## src/cmdPkg.sv

```systemverilog
package cmdPkg;

  // Raw 16-bit command word as it arrives on the command port
  typedef logic [15:0] cmdT;

  // Motion fields
  typedef logic [7:0] headingT;
  typedef logic [3:0] squaresT;

  // Opcodes in bits 15:12
  typedef enum logic [3:0] {
    OP_CAL  = 4'h2,
    OP_MOVE = 4'h4,
    OP_HEAD = 4'h8
  } opcodeE;

  // Field layout of a command word, msb first
  typedef struct packed {
    logic [3:0] opcode;
    headingT    heading;
    squaresT    squares;
  } cmdFieldsT;

  // Operation as seen by the execute stage
  typedef enum logic [1:0] {
    K_CAL,
    K_MOVE,
    K_HEAD,
    K_BAD
  } opKindE;

endpackage

```

## src/respPkg.sv

```systemverilog
package respPkg;

  // One response byte per command
  typedef logic [7:0] respT;

  // Positive acknowledge
  localparam respT RESP_ACK = 8'hA5;

  // Negative acknowledge, for rejected or unknown commands
  localparam respT RESP_NAK = 8'h5A;

endpackage

```

## src/knightIfs.sv

```systemverilog
`timescale 1ns/1ps

////////////////////////////////////////////////////////////
// Decoded operation, decode stage to execute stage
////////////////////////////////////////////////////////////
interface opIf;
  import cmdPkg::*;

  logic    valid;
  logic    ready;
  opKindE  kind;
  headingT heading;
  squaresT squares;

  // Decoder side
  modport src(output valid, kind, heading, squares, input ready);

  // Execute side
  modport dst(input valid, kind, heading, squares, output ready);

endinterface

////////////////////////////////////////////////////////////
// Execution outcome, execute stage to result stage
////////////////////////////////////////////////////////////
interface doneIf;
  import cmdPkg::*;

  logic    valid;
  logic    ready;
  opKindE  kind;
  logic    ok;
  // Heading after the operation completed
  headingT heading;

  modport src(output valid, kind, ok, heading, input ready);
  modport dst(input valid, kind, ok, heading, output ready);

endinterface

```

## src/cmdQueue.sv

```systemverilog
`timescale 1ns/1ps

module cmdQueue #(
  parameter type payloadT   = logic [7:0],
  parameter int  queueDepth = 2
) (
  input  logic    clk,
  input  logic    rst,
  input  payloadT inData,
  input  logic    inValid,
  output logic    inReady,
  output payloadT outData,
  output logic    outValid,
  input  logic    outReady
);

  // Pointer needs at least one bit even for a single entry
  localparam int ptrW = (queueDepth > 1) ? $clog2(queueDepth) : 1;
  localparam int cntW = $clog2(queueDepth + 1);

  payloadT         mem [queueDepth];
  logic [ptrW-1:0] wrPtr;
  logic [ptrW-1:0] rdPtr;
  logic [cntW-1:0] count;
  logic            push;
  logic            pop;

  // Full when count reaches the depth
  assign inReady  = (count < cntW'(queueDepth));
  assign outValid = (count != '0);
  // Head entry, visible the cycle after it is written
  assign outData  = mem[rdPtr];

  assign push = inValid && inReady;
  assign pop  = outValid && outReady;

  // Storage
  always_ff @(posedge clk) begin
    if (push) begin
      mem[wrPtr] <= inData;
    end
  end

  ////////////////////////////////////////////////////////////
  // Pointers and occupancy
  ////////////////////////////////////////////////////////////
  always_ff @(posedge clk) begin
    if (rst) begin
      wrPtr <= '0;
      rdPtr <= '0;
      count <= '0;
    end else begin
      // Wrap at queueDepth, which need not be a power of two
      if (push) begin
        wrPtr <= (wrPtr == ptrW'(queueDepth - 1)) ? '0 : wrPtr + 1'b1;
      end
      if (pop) begin
        rdPtr <= (rdPtr == ptrW'(queueDepth - 1)) ? '0 : rdPtr + 1'b1;
      end
      // Simultaneous push and pop leaves count alone
      case ({push, pop})
        2'b10:   count <= count + 1'b1;
        2'b01:   count <= count - 1'b1;
        default: count <= count;
      endcase
    end
  end

endmodule

```

## src/cmdDecode.sv

```systemverilog
`timescale 1ns/1ps

module cmdDecode (
  input  logic        clk,
  input  logic        rst,
  input  cmdPkg::cmdT cmd,
  input  logic        cmdValid,
  output logic        cmdReady,
  opIf.src            op
);
  import cmdPkg::*;

  cmdFieldsT fields;
  opKindE    kindNext;
  logic      take;

  // Split the word into opcode, heading and square count
  assign fields = cmdFieldsT'(cmd);

  // Output register empty or being drained this cycle
  assign cmdReady = !op.valid || op.ready;
  assign take     = cmdValid && cmdReady;

  ////////////////////////////////////////////////////////////
  // Opcode classification and static checks
  ////////////////////////////////////////////////////////////
  always_comb begin
    case (fields.opcode)
      OP_CAL:  kindNext = K_CAL;
      // A zero-square move is rejected here already
      OP_MOVE: kindNext = (fields.squares == '0) ? K_BAD : K_MOVE;
      OP_HEAD: kindNext = K_HEAD;
      default: kindNext = K_BAD;
    endcase
  end

  // Valid flag
  always_ff @(posedge clk) begin
    if (rst) begin
      op.valid <= 1'b0;
    end else if (take) begin
      op.valid <= 1'b1;
    end else if (op.ready) begin
      op.valid <= 1'b0;
    end
  end

  // Fields, loaded only on acceptance so they hold while stalled
  always_ff @(posedge clk) begin
    if (take) begin
      op.kind    <= kindNext;
      op.heading <= fields.heading;
      op.squares <= fields.squares;
    end
  end

endmodule

```

## src/motionExec.sv

```systemverilog
`timescale 1ns/1ps

module motionExec #(
  parameter int calCycles    = 64,
  parameter int squareCycles = 16
) (
  input  logic clk,
  input  logic rst,
  opIf.dst     op,
  doneIf.src   done
);
  import cmdPkg::*;

  // Longest wait is either calibration or a 15-square move
  localparam int maxCycles = (calCycles > 15 * squareCycles) ? calCycles : 15 * squareCycles;
  localparam int cntW      = $clog2(maxCycles + 1);

  typedef enum logic [1:0] {
    S_IDLE,
    S_BUSY,
    S_REPORT
  } stateE;

  stateE           state;
  logic [cntW-1:0] cnt;
  opKindE          kindQ;
  logic            okQ;
  headingT         pendHeading;
  headingT         heading;
  logic            calibrated;
  logic            take;

  // One operation in flight
  assign op.ready = (state == S_IDLE);
  assign take     = op.valid && op.ready;

  assign done.valid   = (state == S_REPORT);
  assign done.kind    = kindQ;
  assign done.ok      = okQ;
  assign done.heading = heading;

  ////////////////////////////////////////////////////////////
  // Control FSM and robot state
  ////////////////////////////////////////////////////////////
  always_ff @(posedge clk) begin
    if (rst) begin
      state      <= S_IDLE;
      cnt        <= '0;
      calibrated <= 1'b0;
      heading    <= '0;
    end else begin
      case (state)
        S_IDLE: begin
          if (take) begin
            state <= S_BUSY;
            // Count L-1 down to 0 for a latency of L cycles
            if (op.kind == K_CAL) begin
              cnt <= cntW'(calCycles - 1);
            end else if (op.kind == K_MOVE && calibrated) begin
              cnt <= cntW'(op.squares * squareCycles - 1);
            end else begin
              cnt <= '0;
            end
          end
        end
        S_BUSY: begin
          if (cnt == '0) begin
            state <= S_REPORT;
            // Side effects land as the operation completes
            if (kindQ == K_CAL) begin
              calibrated <= 1'b1;
            end
            if (kindQ == K_MOVE && okQ) begin
              heading <= pendHeading;
            end
          end else begin
            cnt <= cnt - 1'b1;
          end
        end
        // Wait for the result stage
        S_REPORT: begin
          if (done.ready) begin
            state <= S_IDLE;
          end
        end
        default: state <= S_IDLE;
      endcase
    end
  end

  // Operation payload captured at acceptance
  always_ff @(posedge clk) begin
    if (take) begin
      kindQ       <= op.kind;
      pendHeading <= op.heading;
      // Moves need calibration, bad ops always fail
      okQ <= (op.kind == K_MOVE) ? calibrated : (op.kind != K_BAD);
    end
  end

endmodule

```

## src/respGen.sv

```systemverilog
`timescale 1ns/1ps

module respGen (
  input  logic          clk,
  input  logic          rst,
  doneIf.dst            done,
  output respPkg::respT resp,
  output logic          respValid,
  input  logic          respReady
);
  import cmdPkg::*;
  import respPkg::*;

  respT respNext;
  logic take;

  // Same skid rule as the decoder
  assign done.ready = !respValid || respReady;
  assign take       = done.valid && done.ready;

  ////////////////////////////////////////////////////////////
  // Outcome to response byte
  ////////////////////////////////////////////////////////////
  always_comb begin
    if (done.kind == K_HEAD) begin
      // Heading is returned raw
      respNext = done.heading;
    end else if (done.ok) begin
      respNext = RESP_ACK;
    end else begin
      respNext = RESP_NAK;
    end
  end

  // Valid flag
  always_ff @(posedge clk) begin
    if (rst) begin
      respValid <= 1'b0;
    end else if (take) begin
      respValid <= 1'b1;
    end else if (respReady) begin
      respValid <= 1'b0;
    end
  end

  // Response byte, held while the queue is full
  always_ff @(posedge clk) begin
    if (take) begin
      resp <= respNext;
    end
  end

endmodule

```

## src/knightCmd.sv

```systemverilog
`timescale 1ns/1ps

module knightCmd #(
  parameter int calCycles    = 64,
  parameter int squareCycles = 16,
  parameter int queueDepth   = 2
) (
  input  logic          clk,
  input  logic          rst,
  input  cmdPkg::cmdT   cmd,
  input  logic          cmdValid,
  output logic          cmdReady,
  output respPkg::respT resp,
  output logic          respValid,
  input  logic          respReady
);
  import cmdPkg::*;
  import respPkg::*;

  // Command queue to decoder
  cmdT  qCmd;
  logic qCmdValid;
  logic qCmdReady;

  // Result stage to response queue
  respT rspByte;
  logic rspValid;
  logic rspReady;

  opIf   opBus ();
  doneIf doneBus ();

  ////////////////////////////////////////////////////////////
  // Input side
  ////////////////////////////////////////////////////////////
  cmdQueue #(.payloadT(cmdT), .queueDepth(queueDepth)) uCmdQueue (
    .clk(clk), .rst(rst),
    .inData(cmd), .inValid(cmdValid), .inReady(cmdReady),
    .outData(qCmd), .outValid(qCmdValid), .outReady(qCmdReady)
  );

  cmdDecode uDecode (
    .clk(clk), .rst(rst),
    .cmd(qCmd), .cmdValid(qCmdValid), .cmdReady(qCmdReady),
    .op(opBus.src)
  );

  // Execute stage owns calibration and heading
  motionExec #(.calCycles(calCycles), .squareCycles(squareCycles)) uExec (
    .clk(clk), .rst(rst),
    .op(opBus.dst), .done(doneBus.src)
  );

  ////////////////////////////////////////////////////////////
  // Output side
  ////////////////////////////////////////////////////////////
  respGen uResp (
    .clk(clk), .rst(rst),
    .done(doneBus.dst),
    .resp(rspByte), .respValid(rspValid), .respReady(rspReady)
  );

  cmdQueue #(.payloadT(respT), .queueDepth(queueDepth)) uRespQueue (
    .clk(clk), .rst(rst),
    .inData(rspByte), .inValid(rspValid), .inReady(rspReady),
    .outData(resp), .outValid(respValid), .outReady(respReady)
  );

endmodule

```

## config.mk

```make
export PLATFORM = sky130hd
export DESIGN_NAME = knightCmd
export DESIGN_NICKNAME = d
export VERILOG_FILES = /design/src/cmdPkg.sv /design/src/respPkg.sv /design/src/knightIfs.sv /design/src/cmdQueue.sv /design/src/cmdDecode.sv /design/src/motionExec.sv /design/src/respGen.sv /design/src/knightCmd.sv
export SDC_FILE = /design/constraint.sdc
export NUM_CORES = 1
export LEC_CHECK = 0
export BUFFER_PORTS_ARGS = -buffer_cell sky130_fd_sc_hd__buf_4
export CAP_MARGIN = 20
export CELL_PAD_IN_SITES_DETAIL_PLACEMENT = 0
export CELL_PAD_IN_SITES_GLOBAL_PLACEMENT = 1
export CORE_MARGIN = 10
export CORE_UTILIZATION = 35
export CTS_BUF_LIST = sky130_fd_sc_hd__clkbuf_2
export DETAILED_ROUTE_END_ITERATION = 10
export GPL_TIMING_DRIVEN = 0
export PLACE_DENSITY = 0.66
export SLEW_MARGIN = 20
export SYNTH_ARGS = -nofsm -noshare
export SYNTH_HDL_FRONTEND = slang
export SYNTH_HIERARCHICAL = 1
export SYNTH_SLANG_ARGS = --single-unit
```

## constraint.sdc

```tcl
create_clock -name clk -period 4.23 [get_ports clk]
set_input_delay 0.423 -clock clk [delete_from_list [all_inputs] [get_ports clk]]
set_output_delay 0.423 -clock clk [all_outputs]
set_load 0.005 [all_outputs]
```

### Word-level counts from Yosys, hierarchy flattened

Memory sizes are Yosys's and may differ from the RTL's. A register that Yosys moved wholly into a read port is not among the register bits.
Index checks and enable logic that the tools add are counted.

| word-level totals | value |
|---|---|
| bits in registers | 62 |
| latch bits | 0 |
| RAM bits | 48 |
| memory bits (read-only) | 0 |
| input bits | 20 |
| output and inout port bits | 10 |
| logic and storage cells | 110 |
| memories kept | 2 |

| operators by class | value |
|---|---|
| add/sub/neg operators | 10 |
| multipliers | 0 |
| div/mod/pow operators | 0 |
| $lt $le $gt $ge | 2 |
| equal/unequal tests | 17 |
| shift operators | 0 |
| mux-type cells | 32 |
| bitwise operators | 0 |
| reductions and logical operators | 28 |

Memory list:

| memory | depth | bits a word | rd ports | clocked after Yosys merged registers in | wr ports | line | text |
|---|---|---|---|---|---|---|---|
| uCmdQueue.mem | 2 | 16 | 1 | 1 | 1 | cmdQueue.sv:21 | `payloadT mem [queueDepth];` |
| uRespQueue.mem | 2 | 8 | 1 | 1 | 1 | cmdQueue.sv:21 |  |

Operator list:

| operator | number |
|---|---|
| 2-to-1 mux 8 bit | 6 |
| 2-to-1 mux 1 bit | 17 |
| one-hot mux 8 bit (2 select lines) | 1 |
| subtractor 8 x 1 -> 8 bit (second input constant) | 2 |
| nonzero test 2 bit | 7 |
| one-hot mux 2 bit (3 select lines) | 2 |
| AND reduction 3 bit | 4 |
| equality test 2 x 1 -> 1 bit (second input constant) | 5 |
| equality test 2 bit (second input constant) | 4 |
| logical AND 1 bit | 8 |
| zero test 8 bit | 1 |
| 2-to-1 mux 2 bit | 4 |
| one-hot mux 2 bit (2 select lines) | 2 |
| zero test 2 bit | 3 |
| != test 2 bit (second input constant) | 3 |
| adder 1 bit (second input constant) | 4 |
| adder 2 x 1 -> 2 bit (second input constant) | 2 |
| equality test 4 x 2 -> 1 bit (second input constant) | 1 |
| equality test 4 x 3 -> 1 bit (second input constant) | 1 |
| equality test 4 bit (second input constant) | 1 |
| zero test 4 bit | 1 |
| < comparator 2 bit (second input constant) | 2 |
| != test 2 x 1 -> 1 bit (second input constant) | 2 |
| subtractor 2 x 1 -> 2 bit (second input constant) | 2 |
| 2 further kinds | 4 |

### Logic depth before layout (Yosys ltp)

| logic depth | value |
|---|---|
| word-level depth | 6 |
| depth in mapped cells | 8 |
| depth with buffers taken out | 7 |

### Modules after synthesis

The synthesis kept the hierarchy.

By module, submodules not included:

| module | instances | cells an instance | area each (um^2) | seq. area each (um^2) |
|---|---|---|---|---|
| motionExec | 1 | 133 | 1405.1 | 710.7 |
| cmdQueue at uCmdQueue | 1 | 73 | 1363.8 | 1061.0 |
| cmdQueue at uRespQueue | 1 | 48 | 788.3 | 580.6 |
| cmdDecode | 1 | 25 | 506.7 | 440.4 |
| respGen | 1 | 27 | 417.9 | 260.2 |

### Worst setup path before layout

No wires, ideal clock.

| path | value |
|---|---|
| path kind | register -> register |
| start point | register with a tool-made name |
| end point | register uDecode.op.kind[1] (data pin) |
| library setup time | 146 ps |
| data arrival time | 1626 ps |
| required time | 4084 ps |
| setup slack | 2458 ps |
| stages on the path, launching flop included | 6 |
| buffers on the path | 2 |
| clock period less this slack | 1772 ps |
| cell sequence | dfxtp_1 -> buf_2 -> buf_2 -> mux2_2 -> or4_1 -> a21oi_1 |

RTL lines:

| item | line | text |
|---|---|---|
| end signal: assignment | cmdDecode.sv:51 | `op.kind <= kindNext;` |
| end: declaration | knightIfs.sv:16 | `modport src(output valid, kind, heading, squares, input ready);` |

==> results.yml <==
run_status:
  status: "finished clean"
yosys:
  ys_seq_elements: 112
  mappedNetlistArea_sq_um: 4480
  ys_seq_area_frac: 0.681
  synth_cell_types: 49
  syn_nets: 331
  synth_common_cells: "edfxtp_1 (81), dfxtp_1 (31), nor2_1 (28)"
  synth.largest_area_cell: "edfxtp_1"
  synthFlopType: "edfxtp_1"
  async_flop_share: 0
  synth_area_leaders: "edfxtp_1 (54%), dfxtp_1 (14%), mux2_2 (6.0%)"
  yosysMostFrequentCell: "edfxtp_1"
  yosys_warnings: 6
  synth_top_area_frac: 0.543
  syn_inst: 306
  avgSynthCellArea_sq_um: 14.6
  synth_enable_flop_cells: 81
floorplan:
  die_area_sq_um: 17700
  row_count: 41
  core_area_sq_um: 12600
  ios: 30
  die_y_um: 133
  chipWidth_um: 133
  initial_core_util: 0.357
clocking:
  cts.clk_slew.worst_paths_ns: 0.31
  cts.sinks: 112
  htreeDepth: 3
  cts_tree: "built"
  cts_root_buffer: "clkbuf_2"
  clockBufferDepth: 2
  clk_latency_ns: 0.57
  post_cts_buffers: 0
  numCtsBuffers: 9
hold_path:
  holdPathStages: 4
  hold_path_class: "in -> reg"
  hold_start: "cmdValid"
  whs_endpoint: "uCmdQueue/wrPtr"
power:
  powerDensity_nw_per_um2: 541
  power_frac_seq: 0.553
  combPwrFrac: 0.286
  p_int_w: 0.00192
  p_switching_w: 0.000894
  clkPwrFrac: 0.161
  peakVddDrop_uv: 259
  p_leak_nw: 1.86
  p_sw_frac: 0.318
worst_setup_path:
  crit_type: "reg -> out"
  crit_slowest_cell: "dfxtp_1"
  cp.arrival_ns: 1.66
  rr_worst_depth: 5
  r2r-end: "uDecode/op.kind[1]"
  reg2reg_slack_ns: 2.16
  cp_cell_sequence: "buf_2 -> mux2_2 -> buf_4"
  worst-path-buf-inv: 2
  required_ns: 3.81
  slowest_delay_ns: 0.38
  critPathCaptureType: "output pin"
  cp_max_fo: 8
  start_kind: "flop"
  cp_top_family: "flip-flops"
drt:
  num_vias: 2450
  via_per_inst: 4.54
  wl_per_cell_um: 13.4
  wirelength_mm: 7.24
  highest-signal-layer: "met4"
  drc: 0
  wl_met3_um: 313
  firstDrtPassIters: 6
  met2_length_mm: 3.43
  postRouteAntennaNets: 0
  wl_met1_mm: 3.39
  first_iter_violations: 160
sta:
  finalClockSkew_ns: 0.0258
  max_freq_mhz: 481
  tns_ns: 0
  hold_viol: 0
  finalMaxSlewViolations: 0
  slew_headroom: 0.434
  worst_pin_slew_ns: 0.848
  rsz0062_at_grt: "false"
  fin_crit_sh: 0.492
  setup_viol: 0
  min_period_ns: 2.08
global_route:
  grt_use_total: 0.0842
  grt_pass1_wl_mm: 12.4
  grt_pass1_vias: 2577
  grt_max_degree: 21
  overflow: 0
  antenna_found_initial: 0
placement:
  placedCellCount: 507
  place.gp.congestion: 0.794
  port_buffers: 29
  detailed_place_hpwl_mm: 4.87
finish:
  drive_gt1_frac: 0.247
  final_cell_count_no_fill: 540
  final_nets: 388
  antenna_cells: 0
  post-route-util: 0.413
  syn2layout_area_growth_pct: 15.9
run:
  drv_cap: 0
routing by layer:
| layer | GRT usage | up-vias |
|---|---|---|
| met3 | 0.0274 | 9 |
| met5 | 0 | - |
| li1 | - | 1246 |
| met4 | 0.0333 | 0 |
| met2 | 0.139 | 47 |
| met1 | 0.0998 | 1148 |
cell usage in the layout, fill, tap and decap left out, types with 4 or more instances in the layout:
cell type	Yosys	layout
a211oi_1	5	5
a21oi_1	13	13
and2_1	4	4
and3_1	4	4
buf_4	2	31
clkbuf_2	1	10
dfxtp_1	31	31
dlygate4sd3_1	0	17
edfxtp_1	81	81
ha_1	5	5
inv_1	11	11
mux2_2	24	24
mux2_4	4	4
mux2i_1	9	9
nand2b_1	7	7
nor2_1	28	27
nor3_1	4	4
o21ai_0	16	16
xnor2_1	6	6
xor2_1	5	5
worst max path at each step:
stage | endpoint | depth (start not counted) | slack (ns) | start
after floorplan | uDecode/op.kind[1] | 5 | 2.46 | flop
after global placement | uCmdQueue/mem[0][0] | 3 | 2.09 | cmdValid
after detailed placement | uDecode/op.kind[1] | 5 | 2.24 | flop
after CTS | resp[6] | 3 | 2.08 | flop
after global routing | resp[2] | 3 | 1.99 | flop
final | resp[6] | 3 | 2.15 | flop
power by group through the flow:
stage	Sequential [W]	Combinational, W	Clock, W
finish	0.00155	0.000804	0.000453
floorplan	0.00155	0.000618	0
global placement	0.00157	0.000785	0
CTS	0.00155	0.000811	0.000474
global route	0.00158	0.000899	0.000518
detailed placement	0.00158	0.000793	0
per-stage QoR:
step | power [W] | setup slack, ns | cell area (sq um) | hold slack, ns
3_3_place_gp | 0.00236 | 2.09 | 4910 | 0.402
3_5_place_dp | 0.00237 | 2.24 | 4920 | 0.405
6_report | 0.00281 | 2.15 | 5190 | 0.232
4_1_cts | 0.00284 | 2.08 | 5180 | 0.0249
5_1_grt | 0.00300 | 1.99 | 5190 | 0.178
2_1_floorplan | 0.00216 | 2.46 | 4480 | 0.400
layout make-up:
class                           count  area [sq um]
Multi-Input combinational cell    174          1330
Buffer                              9          61.3
Clock buffer                        9          45.0
Inverter                           11          41.3
Timing Repair Buffer               46           388
Tap cell                          172           215
Clock inverter                      7          62.6
Fill cell                        1142          7370
Sequential cell                   112          3050
sequential cells by signal, summed over array words and instances (netlist names), named ones only:
signal and flops:
uCmdQueue/mem 32, uRespQueue/mem 16, uDecode/op.heading 8, uExec/cnt 8, uExec/done.heading 8, uExec/pendHeading 8
uResp/resp 8, uDecode/op.squares 4, uCmdQueue/count 2, uDecode/op.kind 2, uExec/done.kind 2, uExec/state 2
uRespQueue/count 2, uCmdQueue/rdPtr 1, uCmdQueue/wrPtr 1, uDecode/op.valid 1, uExec/calibrated 1, uExec/done.ok 1
uResp/respValid 1, uRespQueue/rdPtr 1, uRespQueue/wrPtr 1
kinds of logic after synthesis:
kind of cell,Yosys count,synth area share
AOI/OAI and AO/OA,46,0.0634
xor gates and xnor gates,11,0.0215
adders and majority gates,5,0.0140
buffers and inverters,20,0.0229
DFF,112,0.681
muxes,37,0.0938
and+or+nand+nor,75,0.103
tightest hold or removal path: cells and delay by family:
family | cells | cell delay [ns]
simple gates | 2 | 0.16
buf+inv | 1 | 0.08
xor+xnor | 1 | 0.15
what timing repair did:
item / 4_1_cts / 5_1_grt
gates resized for setup: 0 / 0
hold endpoints to repair: 32 / 3
hold buffers: 16 / 1
Note: power is estimated with default switching activity, not from simulation.
